$ cat src/common/flash_cfg_macros.svh
`ifndef FLASH_CFG_MACROS_SVH
`define FLASH_CFG_MACROS_SVH

// number of channel_config blocks behind the router
`define FC_NUM_CHANNELS 4

// serial flash standard read, no dummy cycles
`define FC_READ_CMD 8'h03

// bitstream image sits at the bottom of flash
`define FC_START_ADDR 24'h000000

// clk cycles per sck half period
`define FC_SCK_HALF 2

// upper bound on the length word
`define FC_MAX_WORDS 255

`endif

$ cat src/common/flash_cfg_pkg.sv
package flash_cfg_pkg;

    // reader sequencing, one pass per read_bitstream
    typedef enum logic [2:0]
    {
        IDLE    = 3'd0,  // cs_n high, waiting
        COMMAND = 3'd1,  // read opcode + address out on mosi
        LENGTH  = 3'd2,  // first word back is the word count
        DATA    = 3'd3,  // config words
        DONE    = 3'd4   // release cs_n, pulse end_bitstream
    } reader_state_t;

    // top nibble of every config word
    typedef enum logic [3:0]
    {
        CFG_NOP   = 4'h0,
        CFG_WRITE = 4'h1,
        CFG_CLEAR = 4'h2,
        CFG_ARM   = 4'h3
    } cfg_op_t;

    typedef logic [23:0] checksum_t;  // payload, checksum and config value share a width
    typedef logic [15:0] count_t;

    typedef struct packed
    {
        cfg_op_t    op;       // [31:28]
        logic [3:0] chan;     // [27:24]
        checksum_t  payload;  // [23:0]
    } cfg_word_t;

endpackage

$ cat src/spi_flash_reader/spi_flash_reader.sv
`timescale 1ns/1ps
`include "flash_cfg_macros.svh"

module spi_flash_reader
(
    input  logic                     clk,
    input  logic                     reset,
    input  logic                     read_bitstream,
    output logic                     spi_sck,
    output logic                     spi_cs_n,
    output logic                     spi_mosi,
    input  logic                     spi_miso,
    output logic                     word_valid,
    output flash_cfg_pkg::cfg_word_t word,
    output logic                     end_bitstream,
    output logic                     busy
);

    localparam int DIV_W  = $clog2(`FC_SCK_HALF + 1);
    localparam int WCNT_W = $clog2(`FC_MAX_WORDS + 1);

    flash_cfg_pkg::reader_state_t state;

    logic [DIV_W-1:0]  div_cnt;     // clk count inside one sck half period
    logic              shifting;    // sck running
    logic              sck_tick;    // end of a half period
    logic              rise_edge;   // sck about to go high, sample miso
    logic              fall_edge;   // sck about to go low, next mosi bit
    logic [31:0]       sreg_out;    // command + address, msb first
    logic [31:0]       sreg_in;     // miso collects here
    logic [4:0]        bit_cnt;     // bit within current 32-bit word
    logic              word_end;    // last falling edge of a word
    logic [WCNT_W-1:0] words_left;  // data words still to come

    //*********************************************************************
    // sck generation
    //*********************************************************************
    assign shifting = state inside {flash_cfg_pkg::COMMAND, flash_cfg_pkg::LENGTH,
                                    flash_cfg_pkg::DATA};
    assign sck_tick  = shifting && (div_cnt == DIV_W'(`FC_SCK_HALF - 1));
    assign rise_edge = sck_tick && !spi_sck;
    assign fall_edge = sck_tick && spi_sck;
    assign word_end  = fall_edge && (bit_cnt == 5'd31);

    always_ff @(posedge clk)
    begin
        if (reset || !shifting)
            div_cnt <= '0;
        else if (sck_tick)
            div_cnt <= '0;  // next half period
        else
            div_cnt <= div_cnt + 1'b1;
    end

    always_ff @(posedge clk)
    begin
        if (reset)
            spi_sck <= 1'b0;  // mode 0, idles low
        else if (sck_tick)
            spi_sck <= !spi_sck;
    end

    //*********************************************************************
    // dual shift register and bit counter
    //*********************************************************************
    assign spi_mosi = sreg_out[31];

    always_ff @(posedge clk)
    begin
        if (reset)
            sreg_out <= '0;
        else if (state == flash_cfg_pkg::IDLE && read_bitstream)
            sreg_out <= {`FC_READ_CMD, `FC_START_ADDR};  // msb goes out with cs_n
        else if (fall_edge)
            sreg_out <= {sreg_out[30:0], 1'b0};  // zeros after the address
    end

    always_ff @(posedge clk)
    begin
        if (rise_edge)
            sreg_in <= {sreg_in[30:0], spi_miso};
    end

    always_ff @(posedge clk)
    begin
        if (reset)
            bit_cnt <= '0;
        else if (state == flash_cfg_pkg::IDLE)
            bit_cnt <= '0;
        else if (fall_edge)
            bit_cnt <= bit_cnt + 1'b1;  // wraps at each word
    end

    // data word out, valid with word_valid
    always_ff @(posedge clk)
    begin
        if (state == flash_cfg_pkg::DATA && word_end)
            word <= flash_cfg_pkg::cfg_word_t'(sreg_in);
    end

    //*********************************************************************
    // read sequence
    //*********************************************************************
    always_ff @(posedge clk)
    begin
        if (reset)
        begin
            state         <= flash_cfg_pkg::IDLE;
            spi_cs_n      <= 1'b1;
            busy          <= 1'b0;
            word_valid    <= 1'b0;
            end_bitstream <= 1'b0;
            words_left    <= '0;
        end
        else
        begin
            word_valid    <= 1'b0;  // strobes by default
            end_bitstream <= 1'b0;
            case (state)
                flash_cfg_pkg::IDLE:
                begin
                    if (read_bitstream)  // start, only seen here so ignored while busy
                    begin
                        state    <= flash_cfg_pkg::COMMAND;
                        spi_cs_n <= 1'b0;
                        busy     <= 1'b1;
                    end
                end
                flash_cfg_pkg::COMMAND:
                begin
                    if (word_end)
                        state <= flash_cfg_pkg::LENGTH;
                end
                flash_cfg_pkg::LENGTH:
                begin
                    if (word_end)
                    begin
                        if (sreg_in > `FC_MAX_WORDS)
                            words_left <= WCNT_W'(`FC_MAX_WORDS);  // clamp
                        else
                            words_left <= sreg_in[WCNT_W-1:0];
                        if (sreg_in == 32'd0)
                            state <= flash_cfg_pkg::DONE;  // empty image
                        else
                            state <= flash_cfg_pkg::DATA;
                    end
                end
                flash_cfg_pkg::DATA:
                begin
                    if (word_end)
                    begin
                        word_valid <= 1'b1;
                        words_left <= words_left - 1'b1;
                        if (words_left == WCNT_W'(1))
                            state <= flash_cfg_pkg::DONE;
                    end
                end
                flash_cfg_pkg::DONE:
                begin
                    spi_cs_n      <= 1'b1;  // one cycle after the last word
                    busy          <= 1'b0;
                    end_bitstream <= 1'b1;
                    state         <= flash_cfg_pkg::IDLE;
                end
                default:
                    state <= flash_cfg_pkg::IDLE;
            endcase
        end
    end

    // flash deselected whenever the FSM rests
    a_cs_idle: assert property (@(posedge clk) disable iff (reset)
        (state == flash_cfg_pkg::IDLE) |-> spi_cs_n);

    // every word is taken while the flash is still selected
    a_valid_cs: assert property (@(posedge clk) disable iff (reset)
        word_valid |-> !spi_cs_n);

endmodule

$ cat src/logic/bitstream_router.sv
`timescale 1ns/1ps
`include "flash_cfg_macros.svh"

module bitstream_router
(
    input  logic                         clk,
    input  logic                         reset,
    input  logic                         word_valid,
    input  flash_cfg_pkg::cfg_word_t     word,
    output logic [`FC_NUM_CHANNELS-1:0]  chan_strobe,
    output flash_cfg_pkg::cfg_op_t       op,
    output flash_cfg_pkg::checksum_t     payload,
    output flash_cfg_pkg::count_t        dropped_count
);

    logic in_range;  // channel field addresses a real channel

    assign in_range = (word.chan < `FC_NUM_CHANNELS);

    // one-hot strobe, one cycle after word_valid
    always_ff @(posedge clk)
    begin
        if (reset)
            chan_strobe <= '0;
        else
        begin
            for (int i = 0; i < `FC_NUM_CHANNELS; i++)
                chan_strobe[i] <= word_valid && (word.chan == 4'(i));
        end
    end

    // shared by all channels, qualified by the strobe
    always_ff @(posedge clk)
    begin
        if (word_valid)
        begin
            op      <= word.op;
            payload <= word.payload;
        end
    end

    // words for missing channels, kept across runs
    always_ff @(posedge clk)
    begin
        if (reset)
            dropped_count <= '0;
        else if (word_valid && !in_range)
            dropped_count <= dropped_count + 1'b1;
    end

    a_strobe_onehot: assert property (@(posedge clk) disable iff (reset)
        $onehot0(chan_strobe));

endmodule

$ cat src/logic/channel_config.sv
`timescale 1ns/1ps

module channel_config
(
    input  logic                     clk,
    input  logic                     reset,
    input  logic                     strobe,
    input  flash_cfg_pkg::cfg_op_t   op,
    input  flash_cfg_pkg::checksum_t payload,
    output flash_cfg_pkg::checksum_t config_val,
    output flash_cfg_pkg::checksum_t checksum,
    output flash_cfg_pkg::count_t    count,
    output logic                     armed,
    output logic                     error
);

    //*********************************************************************
    // per-channel register file
    //*********************************************************************
    always_ff @(posedge clk)
    begin
        if (reset)
        begin
            config_val <= '0;
            checksum   <= '0;
            count      <= '0;
            armed      <= 1'b0;
            error      <= 1'b0;
        end
        else if (strobe)
        begin
            case (op)
                flash_cfg_pkg::CFG_WRITE:
                begin
                    config_val <= payload;             // last write wins
                    checksum   <= checksum ^ payload;  // running xor
                    count      <= count + 1'b1;
                end
                flash_cfg_pkg::CFG_CLEAR:
                begin
                    config_val <= '0;
                    checksum   <= '0;
                    count      <= '0;
                    armed      <= 1'b0;
                    error      <= 1'b0;
                end
                flash_cfg_pkg::CFG_ARM:
                begin
                    // payload carries the expected checksum
                    if (payload == checksum)
                    begin
                        armed <= 1'b1;
                        error <= 1'b0;
                    end
                    else
                    begin
                        armed <= 1'b0;  // bad image never arms
                        error <= 1'b1;
                    end
                end
                default:
                begin
                    // nop and unused codes leave the channel alone
                end
            endcase
        end
    end

    a_arm_xor_err: assert property (@(posedge clk) disable iff (reset)
        !(armed && error));

endmodule

$ cat src/logic/status_collector.sv
`timescale 1ns/1ps
`include "flash_cfg_macros.svh"

module status_collector
(
    input  logic                                             clk,
    input  logic                                             reset,
    input  logic                                             read_bitstream,
    input  logic                                             end_bitstream,
    input  flash_cfg_pkg::checksum_t [`FC_NUM_CHANNELS-1:0]  config_all,
    input  flash_cfg_pkg::checksum_t [`FC_NUM_CHANNELS-1:0]  checksum_all,
    input  flash_cfg_pkg::count_t [`FC_NUM_CHANNELS-1:0]     count_all,
    input  logic [`FC_NUM_CHANNELS-1:0]                      armed_all,
    input  logic [`FC_NUM_CHANNELS-1:0]                      error_all,
    input  logic [1:0]                                       rd_chan,
    output flash_cfg_pkg::checksum_t                         rd_config,
    output flash_cfg_pkg::checksum_t                         rd_checksum,
    output flash_cfg_pkg::count_t                            rd_count,
    output logic [`FC_NUM_CHANNELS-1:0]                      armed,
    output logic [`FC_NUM_CHANNELS-1:0]                      cfg_error,
    output logic                                             load_done
);

    logic end_d1;  // end_bitstream, 1 cycle late
    logic end_d2;  // 2 cycles late, last channel write has landed

    always_ff @(posedge clk)
    begin
        if (reset)
        begin
            end_d1 <= 1'b0;
            end_d2 <= 1'b0;
        end
        else
        begin
            end_d1 <= end_bitstream;
            end_d2 <= end_d1;
        end
    end

    // snapshot of the flags at end of stream
    always_ff @(posedge clk)
    begin
        if (reset)
        begin
            armed     <= '0;
            cfg_error <= '0;
            load_done <= 1'b0;
        end
        else if (end_d2)
        begin
            armed     <= armed_all;
            cfg_error <= error_all;
            load_done <= 1'b1;  // held until the next load request
        end
        else if (read_bitstream)
            load_done <= 1'b0;
    end

    // live readback, no latching
    assign rd_config   = config_all[rd_chan];
    assign rd_checksum = checksum_all[rd_chan];
    assign rd_count    = count_all[rd_chan];

endmodule

$ cat src/logic/flash_cfg_top.sv
`timescale 1ns/1ps
`include "flash_cfg_macros.svh"

module flash_cfg_top
(
    input  logic                         clk,
    input  logic                         reset,
    input  logic                         read_bitstream,
    input  logic                         spi_miso,
    input  logic [1:0]                   rd_chan,
    output logic                         spi_sck,
    output logic                         spi_cs_n,
    output logic                         spi_mosi,
    output flash_cfg_pkg::checksum_t     rd_config,
    output flash_cfg_pkg::checksum_t     rd_checksum,
    output flash_cfg_pkg::count_t        rd_count,
    output logic [`FC_NUM_CHANNELS-1:0]  armed,
    output logic [`FC_NUM_CHANNELS-1:0]  cfg_error,
    output flash_cfg_pkg::count_t        dropped_count,
    output logic                         load_done,
    output logic                         busy
);

    // reader to router
    logic                     word_valid;
    flash_cfg_pkg::cfg_word_t word;
    logic                     end_bitstream;

    // router to channels
    logic [`FC_NUM_CHANNELS-1:0] chan_strobe;
    flash_cfg_pkg::cfg_op_t      chan_op;
    flash_cfg_pkg::checksum_t    chan_payload;

    // channels to collector
    flash_cfg_pkg::checksum_t [`FC_NUM_CHANNELS-1:0] config_all;
    flash_cfg_pkg::checksum_t [`FC_NUM_CHANNELS-1:0] checksum_all;
    flash_cfg_pkg::count_t [`FC_NUM_CHANNELS-1:0]    count_all;
    logic [`FC_NUM_CHANNELS-1:0]                     armed_all;
    logic [`FC_NUM_CHANNELS-1:0]                     error_all;

    spi_flash_reader u_spi_flash_reader
    (
        .clk            (clk),
        .reset          (reset),
        .read_bitstream (read_bitstream),
        .spi_sck        (spi_sck),
        .spi_cs_n       (spi_cs_n),
        .spi_mosi       (spi_mosi),
        .spi_miso       (spi_miso),
        .word_valid     (word_valid),
        .word           (word),
        .end_bitstream  (end_bitstream),
        .busy           (busy)
    );

    bitstream_router u_bitstream_router
    (
        .clk           (clk),
        .reset         (reset),
        .word_valid    (word_valid),
        .word          (word),
        .chan_strobe   (chan_strobe),
        .op            (chan_op),
        .payload       (chan_payload),
        .dropped_count (dropped_count)
    );

    //*********************************************************************
    // one channel_config per strobe bit
    //*********************************************************************
    for (genvar i = 0; i < `FC_NUM_CHANNELS; i++)
    begin : g_chan
        channel_config u_channel_config
        (
            .clk        (clk),
            .reset      (reset),
            .strobe     (chan_strobe[i]),
            .op         (chan_op),
            .payload    (chan_payload),
            .config_val (config_all[i]),
            .checksum   (checksum_all[i]),
            .count      (count_all[i]),
            .armed      (armed_all[i]),
            .error      (error_all[i])
        );
    end

    status_collector u_status_collector
    (
        .clk            (clk),
        .reset          (reset),
        .read_bitstream (read_bitstream),
        .end_bitstream  (end_bitstream),
        .config_all     (config_all),
        .checksum_all   (checksum_all),
        .count_all      (count_all),
        .armed_all      (armed_all),
        .error_all      (error_all),
        .rd_chan        (rd_chan),
        .rd_config      (rd_config),
        .rd_checksum    (rd_checksum),
        .rd_count       (rd_count),
        .armed          (armed),
        .cfg_error      (cfg_error),
        .load_done      (load_done)
    );

endmodule

$ cat config.mk
export PLATFORM = sky130hd
export DESIGN_NAME = flash_cfg_top
export DESIGN_NICKNAME = d
export VERILOG_FILES = /design/src/common/flash_cfg_pkg.sv /design/src/spi_flash_reader/spi_flash_reader.sv /design/src/logic/bitstream_router.sv /design/src/logic/channel_config.sv /design/src/logic/status_collector.sv /design/src/logic/flash_cfg_top.sv
export VERILOG_INCLUDE_DIRS = /design/src /design/src/common
export SDC_FILE = /design/constraint.sdc
export NUM_CORES = 1
export LEC_CHECK = 0
export BUFFER_PORTS_ARGS = -buffer_cell sky130_fd_sc_hd__buf_2
export CAP_MARGIN = 25
export CORE_AREA = 4 4 190 192
export CTS_CLUSTER_DIAMETER = 80
export DETAILED_ROUTE_END_ITERATION = 16
export DIE_AREA = 0 0 194 196
export PLACE_DENSITY = 0.77
export SLEW_MARGIN = 20
export SYNTH_ARGS = -nofsm -noshare
export SYNTH_HDL_FRONTEND = slang
export SYNTH_SLANG_ARGS = --single-unit
$ cat constraint.sdc
create_clock -name clk -period 2.8 [get_ports clk]
set_input_delay 0.28 -clock clk [delete_from_list [all_inputs] [get_ports clk]]
set_output_delay 0.28 -clock clk [all_outputs]
set_load 0.005 [all_outputs]
; ---- Word-level counts from Yosys, hierarchy flattened
; Index checks and enable logic that the tools add are counted.
[totals]
regBits = 418
input_bits = 6
out_inout_bits = 93
elab_cells = 173
[op_classes]
add_sub_neg = 8
magnitude_cmp = 3
eq_ne = 22
mux = 51
bitwise_logic = 5
n_reduce_logical = 40
[ops]
columns = operator, n
row1 = $pmux W24 S2, 5
row2 = $pmux W16 S2, 4
row3 = $bmux W24 S2, 2
row4 = $eq A24 B24 Y1, 4
row5 = $xor A24 B24 Y24, 4
row6 = $add A16 B1 Y16 const B, 5
row7 = $mux W26, 2
row8 = $mux W24, 2
row9 = $bmux W16 S2, 1
row10 = $gt A32 B8 Y1 const B, 1
row11 = $logic_not A32 Y1, 1
row12 = $mux W8, 3
row13 = $pmux W1 S2, 10
row14 = $mux W3, 6
row15 = $reduce_and A2 Y1, 9
row16 = $eq A4 B2 Y1 const B, 4
row17 = $mux W16, 1
row18 = $pmux W8 S2, 1
row19 = $mux W1, 13
row20 = $pmux W3 S4, 1
row21 = $reduce_bool A2 Y1, 6
row22 = $logic_and A1 B1 Y1, 11
row23 = $eq A4 B1 Y1 const B, 2
row24 = $eq A8 B1 Y1 const B, 1
row25 = 21 further kinds, 30

; ---- Depth between registers and ports, before layout
; Gate-level depths: netlist of the first run.
[logic_depth]
word_depth = 7
mapped_depth = 9
ltp_nobuf = 8

; ---- Hierarchy
; A second synthesis of the first run with hierarchy kept.
[unflattened]
hier_cells = 1761
hier_area_um2 = 18715.4
[modules_own_cells]
columns = mod, instances, cells_per_inst, area_each_um2, seq_area_each_um2
row1 = channel_config, 4, 318, 2874.0, 1321.3
row2 = spi_flash_reader, 1, 260, 3538.4, 2542.4
row3 = status_collector, 1, 112, 1989.4, 220.2
row4 = bitstream_router, 1, 117, 1691.6, 1241.2

; ---- Worst setup path before layout of the first run
; OpenSTA, ideal clock, no wires.
[synth_path]
path_kind = register to register
from = register u_spi_flash_reader.bit_cnt[0]
to = register u_spi_flash_reader.words_left[3]
setup_time_ps = 58
t_arrival_ps = 2839
required_time_ps = 2742
slack_ps = -97
stages_incl_launch_ff = 8
path_buffers = 0
period_less_slack_ps = 2897
cell_sequence = dfxtp_1 ha_1 and3_1 ha_1 nand3_1 nor2_1 or3_1 o21a_1
[synth_via]
elab_chain_len = 4
elab_cells_between_ends = 5
cone_classes = eq/ne (3) / reduce/logical (2)
[synth_lines]
columns = element, line
row1 = from (decl), spi_flash_reader.sv:31  ; logic [4:0] bit_cnt;
row2 = from (signal assigned), spi_flash_reader.sv:91  ; bit_cnt <= bit_cnt + 1'b1;
row3 = $eq A5 B5 Y1 *, spi_flash_reader.sv:43  ; assign word_end = fall_edge && (bit_cnt == 5'd31);
row4 = $logic_and A1 B1 Y1 *, spi_flash_reader.sv:43
row5 = $ne A2 B1 Y1 (no source line), -
row6 = $reduce_and A3 Y1 (no source line) *, -
row7 = to (signal assigned), spi_flash_reader.sv:139  ; words_left <= WCNT_W'(`FC_MAX_WORDS);
row8 = to (signal assigned), spi_flash_reader.sv:141  ; words_left <= sreg_in[WCNT_W-1:0];
row9 = to (signal assigned), spi_flash_reader.sv:153  ; words_left <= words_left - 1'b1;
row10 = to (decl), spi_flash_reader.sv:33  ; logic [WCNT_W-1:0] words_left;
; Every way passes the cells marked *; elsewhere a longest branch is shown, timed or not.
; A chain may end at the register's enable or synchronous reset.

; ---- Final worst setup path of the first run
[layout_path]
from = register u_bitstream_router.op[0]
to = register g_chan[1].u_channel_config.config_val[9]
[layout_via]
elab_chain_len = 3
elab_cells_between_ends = 5
cone_classes = eq/ne (2) / mux (1) / reduce/logical (2)
[layout_lines]
columns = element, line
row1 = from (decl), bitstream_router.sv:11  ; output flash_cfg_pkg::cfg_op_t op,
row2 = from (signal assigned), bitstream_router.sv:37  ; op <= word.op;
row3 = $eq A4 B1 Y1 or $eq A4 B2 Y1 (tied branches), channel_config.sv:32  ; case (op)
row4 = $reduce_bool A2 Y1 (no source line), -
row5 = $reduce_and A2 Y1 (no source line), -
row6 = to (signal assigned), channel_config.sv:35  ; config_val <= payload;
row7 = to (decl), channel_config.sv:10  ; output flash_cfg_pkg::checksum_t config_val,
; Parallel ways exist; a longest one is shown, timed or not.

==> impl_metrics.tcl, run 1 <==
set metrics [dict create \
    final_cells 2538 \
    die_area_um2 38000 \
    start_util_pct 54.2 \
    gp_congestion 1.03 \
    slowest_stage "or4b_2" \
    grt_usage_pct 27.2 \
    grt_overflow 0 \
    r2r_start "u_bitstream_router.op[0]" \
    synth_nets 1999 \
    port_buffers 98 \
    path_class "reg2reg" \
    hpwl_um 36900 \
    fin_nets 2064 \
    area_growth_syn_to_layout_pct 13.0 \
    ys_warn_count 0 \
    grt_pass1_wl_um 83000 \
    rsz0062_at_grt "false" \
    syn_area_per_cell_um2 9.40 \
    core_um2 34400 \
    cts_max_path_buffers 3 \
    cp.required_ns 3.23 \
    timing.critical_path.mode_cell "nor2_1" \
    drc 0 \
    die_w_um 194 \
    synth_edf_count 92 \
    pwr-share-comb_pct 3.9 \
    drtIter0Drc 1903 \
    cp.depth 5 \
    synth_seq_cells 418 \
    fin_crit_ns 2.63 \
    drtAntennaViolNets 0 \
    power_density_nw_per_um2 606 \
    cp_top_family "simple AND/OR/NAND/NOR gates" \
    first_global_vias 14700 \
    start_kind "flip-flop" \
    antenna_found_initial 2 \
    switching_share_pct 22.4 \
    hp-class "in2reg" \
    fin_setup_tns_ns 0 \
    synth_area_leaders "dfxtp_1, edfxtp_1, mux4_2" \
    finalSetupViolations 0 \
    syn_inst 1983 \
    intPower_mw 9.91 \
    arrival_ns 3.05 \
    synth.cell_area_um2 18600 \
    ys_seq_area_share_pct 49.8 \
    ys_types 60 \
    die_h_um 196 \
    grt_max_degree 94 \
    cts_root_buf "clkbuf_16" \
    boundaryPins 99 \
    clkTransAtPathRegs_ns 0.06 \
    synth_most_common_cell "dfxtp_1" \
    fin_crit_sh_pct 93.8 \
    drive_gt1_share_pct 13.8 \
    clock_latency_ns 0.57 \
    r2r_cells 5 \
    max_cap_viol_count 0 \
    holdCritStartpoint "read_bitstream" \
    crit_path_start "u_bitstream_router.op[0]" \
    fillers 2850 \
    cts_sinks 418 \
    seqPwrFrac_pct 50.6 \
    dp_worst_setup_slack_ns 0.267 \
    switching_power_mw 2.85 \
    cts_buffers 44 \
    first_pass_iters 6 \
    path_max_fanout 25 \
    wl_um 53200 \
    crit_chain "or4b_2 -> nand2_1 -> nor2_1 -> a21oi_1 -> nor2_1" \
    finalHoldViolCount 0 \
    power_leakage_nw 7.57 \
    wl_per_cell_um 21.0 \
    dpl.cell_count 2456 \
    rows 68 \
    skew_ns 0.0142 \
    endpoint_kind "flip-flop" \
    pwr-share-clk_pct 45.5 \
    htreeDepth 2 \
    cts_tree "yes" \
    cts_setup_buffers 0 \
    regArea_um2 9290 \
    rr_endpoint "g_chan[1].u_channel_config.config_val[9]" \
    multi_input_area_um2 8770 \
    cp-endpoint "g_chan[1].u_channel_config.config_val[9]" \
    vdd_drop_max_uv 580 \
    yosys.area.top_type "dfxtp_1" \
    viasPerCell 6.12 \
    timing.fmax_ghz 0.381 \
    hold_depth 3 \
    drv_slew 0 \
    critPathMaxStageDelay_ns 1.12 \
    setup_slack_ns 0.174 \
    ff2ff_setup_slack_ns 0.17 \
    synth_ff_type "dfxtp_1" \
    max_slew.worst_pin.slew_ns 0.976 \
    yosys-top-cells-count "dfxtp_1, nor2_1, a21oi_1" \
    synth_top_area_share_pct 35.0 \
    synth-async-reset-ratio_pct 0 \
    outcome "complete, no violations" \
    relSlewSlack_pct 33.3 \
    critPathBufInv 0 \
    via_count 15500 \
]
cells in the final DEF (no fill, tap or decap), drive strengths merged, types with 8 or more instances in the layout:
cell,n
nor2,325
o21ai,110
nand4,34
clkinv,8
dfxtp,326
or3,16
xor2,34
mux2i,8
mux4,64
xnor2,43
nor4,33
nor2b,147
clkbuf,67
a2111oi,25
inv,22
nand3,39
ha,10
edfxtp,92
a21oi,223
a211oi,9
buf,139
nand2,168
nor3,31
and3,21
metal layers:
metal / track usage (%) / routed length, um
met2: 43.6 / 24600
met3: 5.43 / 5270
met4: 12.3 / 2630
met1: 36.0 / 20800
met5: 0 / 0
power groups by stage:
stage / combinational (mW) / clock, mW / sequential, mW
final: 0.498 / 5.81 / 6.46
after global routing: 0.546 / 6.13 / 6.47
after detailed placement: 0.492 / 0 / 6.58
after CTS: 0.497 / 5.88 / 6.45
after global placement: 0.482 / 0 / 6.58
after floorplan: 0.403 / 0 / 6.51
how the worst min path moves through the flow:
stage | to | slack [ns]
after global routing | u_spi_flash_reader.spi_cs_n | 0.06
after global placement | u_bitstream_router.payload[21] | 0.40
after detailed placement | u_bitstream_router.payload[14] | 0.40
after CTS | u_spi_flash_reader.spi_cs_n | 0.03
final | u_spi_flash_reader.spi_cs_n | 0.06
after floorplan | u_spi_flash_reader.sreg_in[0] | 0.38
registers in the layout (all words and copies together) (netlist names), 2 cells and up:
register	flops
u_bitstream_router.dropped_count	16
u_status_collector.cfg_error	4
u_spi_flash_reader.word	32
u_bitstream_router.payload	24
u_spi_flash_reader.state	3
u_bitstream_router.op	4
g_chan.u_channel_config.checksum	96
u_spi_flash_reader.bit_cnt	5
g_chan.u_channel_config.armed	4
u_spi_flash_reader.words_left	8
g_chan.u_channel_config.error	4
g_chan.u_channel_config.count	64
u_spi_flash_reader.sreg_out	8
u_spi_flash_reader.div_cnt	2
u_status_collector.armed	4
u_spi_flash_reader.sreg_in	32
u_bitstream_router.chan_strobe	4
g_chan.u_channel_config.config_val	96
metrics by stage:
| step | hold slack (ns) | cell area, um2 | utilization, % | power (mW) |
|---|---|---|---|---|
| after floorplan | 0.379 | 18600 | - | 6.91 |
| final | 0.0590 | 21100 | 61.3 | 12.8 |
| after global placement | 0.402 | 19600 | 57.1 | 7.06 |
| after global routing | 0.0588 | 21100 | 61.3 | 13.2 |
| after detailed placement | 0.405 | 19600 | 57.1 | 7.08 |
| after CTS | 0.0278 | 21100 | 61.3 | 12.8 |
area by class of cell:
cell class / count / share of cell area [%]
Sequential cell: 418 / 44.1
Multi-Input combinational cell: 1422 / 41.7
Clock buffer: 66 / 5.86
Timing Repair Buffer: 141 / 4.40
Tap cell: 455 / 2.70
Clock inverter: 14 / 0.879
Inverter: 21 / 0.374
Antenna cell: 1 / 0.0119
cells by family after synthesis:
family          count (synthesis)  synth area share, %
flops                         418                 49.8
fa+ha+maj                      10                0.671
compound gates                406                 12.2
simple gates                  857                 22.3
buf+inv                       143                 3.20
xor+xnor                       77                 3.66
mux                            72                 8.16
timing repair:
action	in CTS	in global routing
gates resized for setup	0	0
hold endpoints to repair	1	0
hold buffers	1	0
worst register-to-register path, cell delays in order (launching register included):
cell	delay, ns
edfxtp_1	0.55
or4b_2	1.12
nand2_1	0.50
nor2_1	0.09
a21oi_1	0.17
nor2_1	0.06
Power figures use the tool's default switching activity.
==> inputs of run 2 (changes only) <==
- CAP_MARGIN: 25 -> 20
- CORE_AREA: 4 4 190 192 -> 4 4 221 223
- DIE_AREA: 0 0 194 196 -> 0 0 225 227
- PLACE_DENSITY: 0.77 -> 0.6
==> impl_metrics.tcl, run 2 (synthesis gave the netlist of run 1 again) <==
set metrics [dict create \
    place_area_um2 19900 \
    max_slew.worst_pin.slew_ns 0.930 \
    boundaryPins 99 \
    start_kind "flip-flop" \
    arrival_ns 3.00 \
    path_class "reg2reg" \
    cts_sinks 418 \
    gp_congestion 0.952 \
    drtAntennaViolNets 0 \
    viasPerCell 5.70 \
    final_cell_mix "dfxtp_1, nor2_1, a21oi_1" \
    grt_usage_pct 21.7 \
    first_pass_iters 5 \
    power_leakage_nw 7.66 \
    drc 0 \
    vdd_drop_max_uv 430 \
    rows 79 \
    final_common_cell "dfxtp_1" \
    cp.required_ns 3.26 \
    cts_setup_buffers 0 \
    ff2ff_setup_slack_ns 0.26 \
    grt_overflow 0 \
    first_global_vias 14700 \
    drtIter0Drc 1440 \
    relSlewSlack_pct 37.1 \
    r2r_cells 6 \
    num_antenna_cells 0 \
    drive_gt1_share_pct 14.6 \
    path_max_fanout 23 \
    reg_top3 "g_chan.u_channel_config.checksum x96, g_chan.u_channel_config.config_val x96, g_chan.u_channel_config.count x64" \
    rr_endpoint "g_chan[3].u_channel_config.config_val[8]" \
    wl_per_cell_um 20.8 \
    fin_area_um2 21400 \
    htreeDepth 2 \
    hpwl_um 39600 \
    drv_slew 0 \
    start_util_pct 40.0 \
    wl_um 56200 \
    fin_crit_ns 2.54 \
    max_cap_viol_count 0 \
    grt_pass1_wl_um 87000 \
    cts_tree "yes" \
    via_count 15400 \
    finalHoldViolCount 0 \
    area_growth_syn_to_layout_pct 14.9 \
    cts_hold_buffers 1 \
    endpoint_kind "flip-flop" \
    core_um2 46600 \
    power_density_nw_per_um2 611 \
    cts_max_path_buffers 3 \
    antenna_found_initial 1 \
    port_buffers 98 \
    die_area_um2 51100 \
    rsz0062_at_grt "false" \
    clock_latency_ns 0.60 \
    cts-resized-gates 0 \
    skew_ns 0.0260 \
    cp-endpoint "g_chan[3].u_channel_config.config_val[8]" \
    fin_nets 2075 \
    grt_max_degree 69 \
    fin_crit_sh_pct 90.8 \
    die_h_um 227 \
    cts_root_buf "clkbuf_16" \
    die_w_um 225 \
    outcome "complete, no violations" \
    timing.fmax_ghz 0.393 \
    fillers 4354 \
    finalSetupViolations 0 \
    clkTransAtPathRegs_ns 0.06 \
    crit_path_start "u_bitstream_router.op[0]" \
    cts_buffers 46 \
    r2r_start "u_bitstream_router.op[0]" \
    fin_setup_tns_ns 0 \
    hp-class "in2reg" \
]
[run 2: power breakdown]
part | switching [mW] | internal [mW]
sequential | 0.135 | 6.32
clock | 2.54 | 3.58
combinational | 0.337 | 0.167
[run 2: per-layer routing]
layer	up-vias	GRT usage, %	routed length [um]
met5	-	0	0
li1	7188	-	-
met1	7431	29.3	23800
met4	0	9.35	2440
met2	635	34.2	25500
met3	138	4.40	4520
[run 2: critical path, stage by stage, from the launching register on]
cell	delay, ns
edfxtp_1	0.57
or4b_2	0.85
buf_4	0.32
nand2_1	0.39
nor2_1	0.09
a21oi_1	0.13
nor2_1	0.05
[run 2: worst min path at each step]
stage | startpoint | to | cells after the start
after floorplan | spi_miso | u_spi_flash_reader.sreg_in[0] | 0
final | read_bitstream | u_spi_flash_reader.sreg_out[24] | 3
after global routing | read_bitstream | u_spi_flash_reader.sreg_out[24] | 3
after CTS | read_bitstream | u_spi_flash_reader.spi_cs_n | 3
after global placement | u_spi_flash_reader.word[10] | u_bitstream_router.payload[10] | 0
after detailed placement | u_spi_flash_reader.word[19] | u_bitstream_router.payload[19] | 0
[run 2: cell type report]
class	count	area [um2]	area share, %
Multi-Input combinational cell	1422	8770	41.0
Clock inverter	23	254	1.19
Sequential cell	418	9290	43.4
Timing Repair Buffer	150	995	4.65
Inverter	21	78.8	0.368
Tap cell	607	759	3.55
Clock buffer	57	1260	5.90
[run 2: per-stage QoR]
step | power (mW) | utilization (%) | hold WS, ns | instances | setup WS (ns)
final | 13.1 | 46.0 | 0.0453 | 2698 | 0.256
after global routing | 13.5 | 46.0 | 0.0378 | 2698 | 0.146
after CTS | 13.2 | 46.0 | 0.0144 | 2698 | 0.268
after detailed placement | 7.09 | 42.7 | 0.405 | 2617 | 0.273
after global placement | 7.07 | 42.7 | 0.401 | 2617 | 0.252
after floorplan | 6.91 | - | 0.379 | 1983 | 0.214
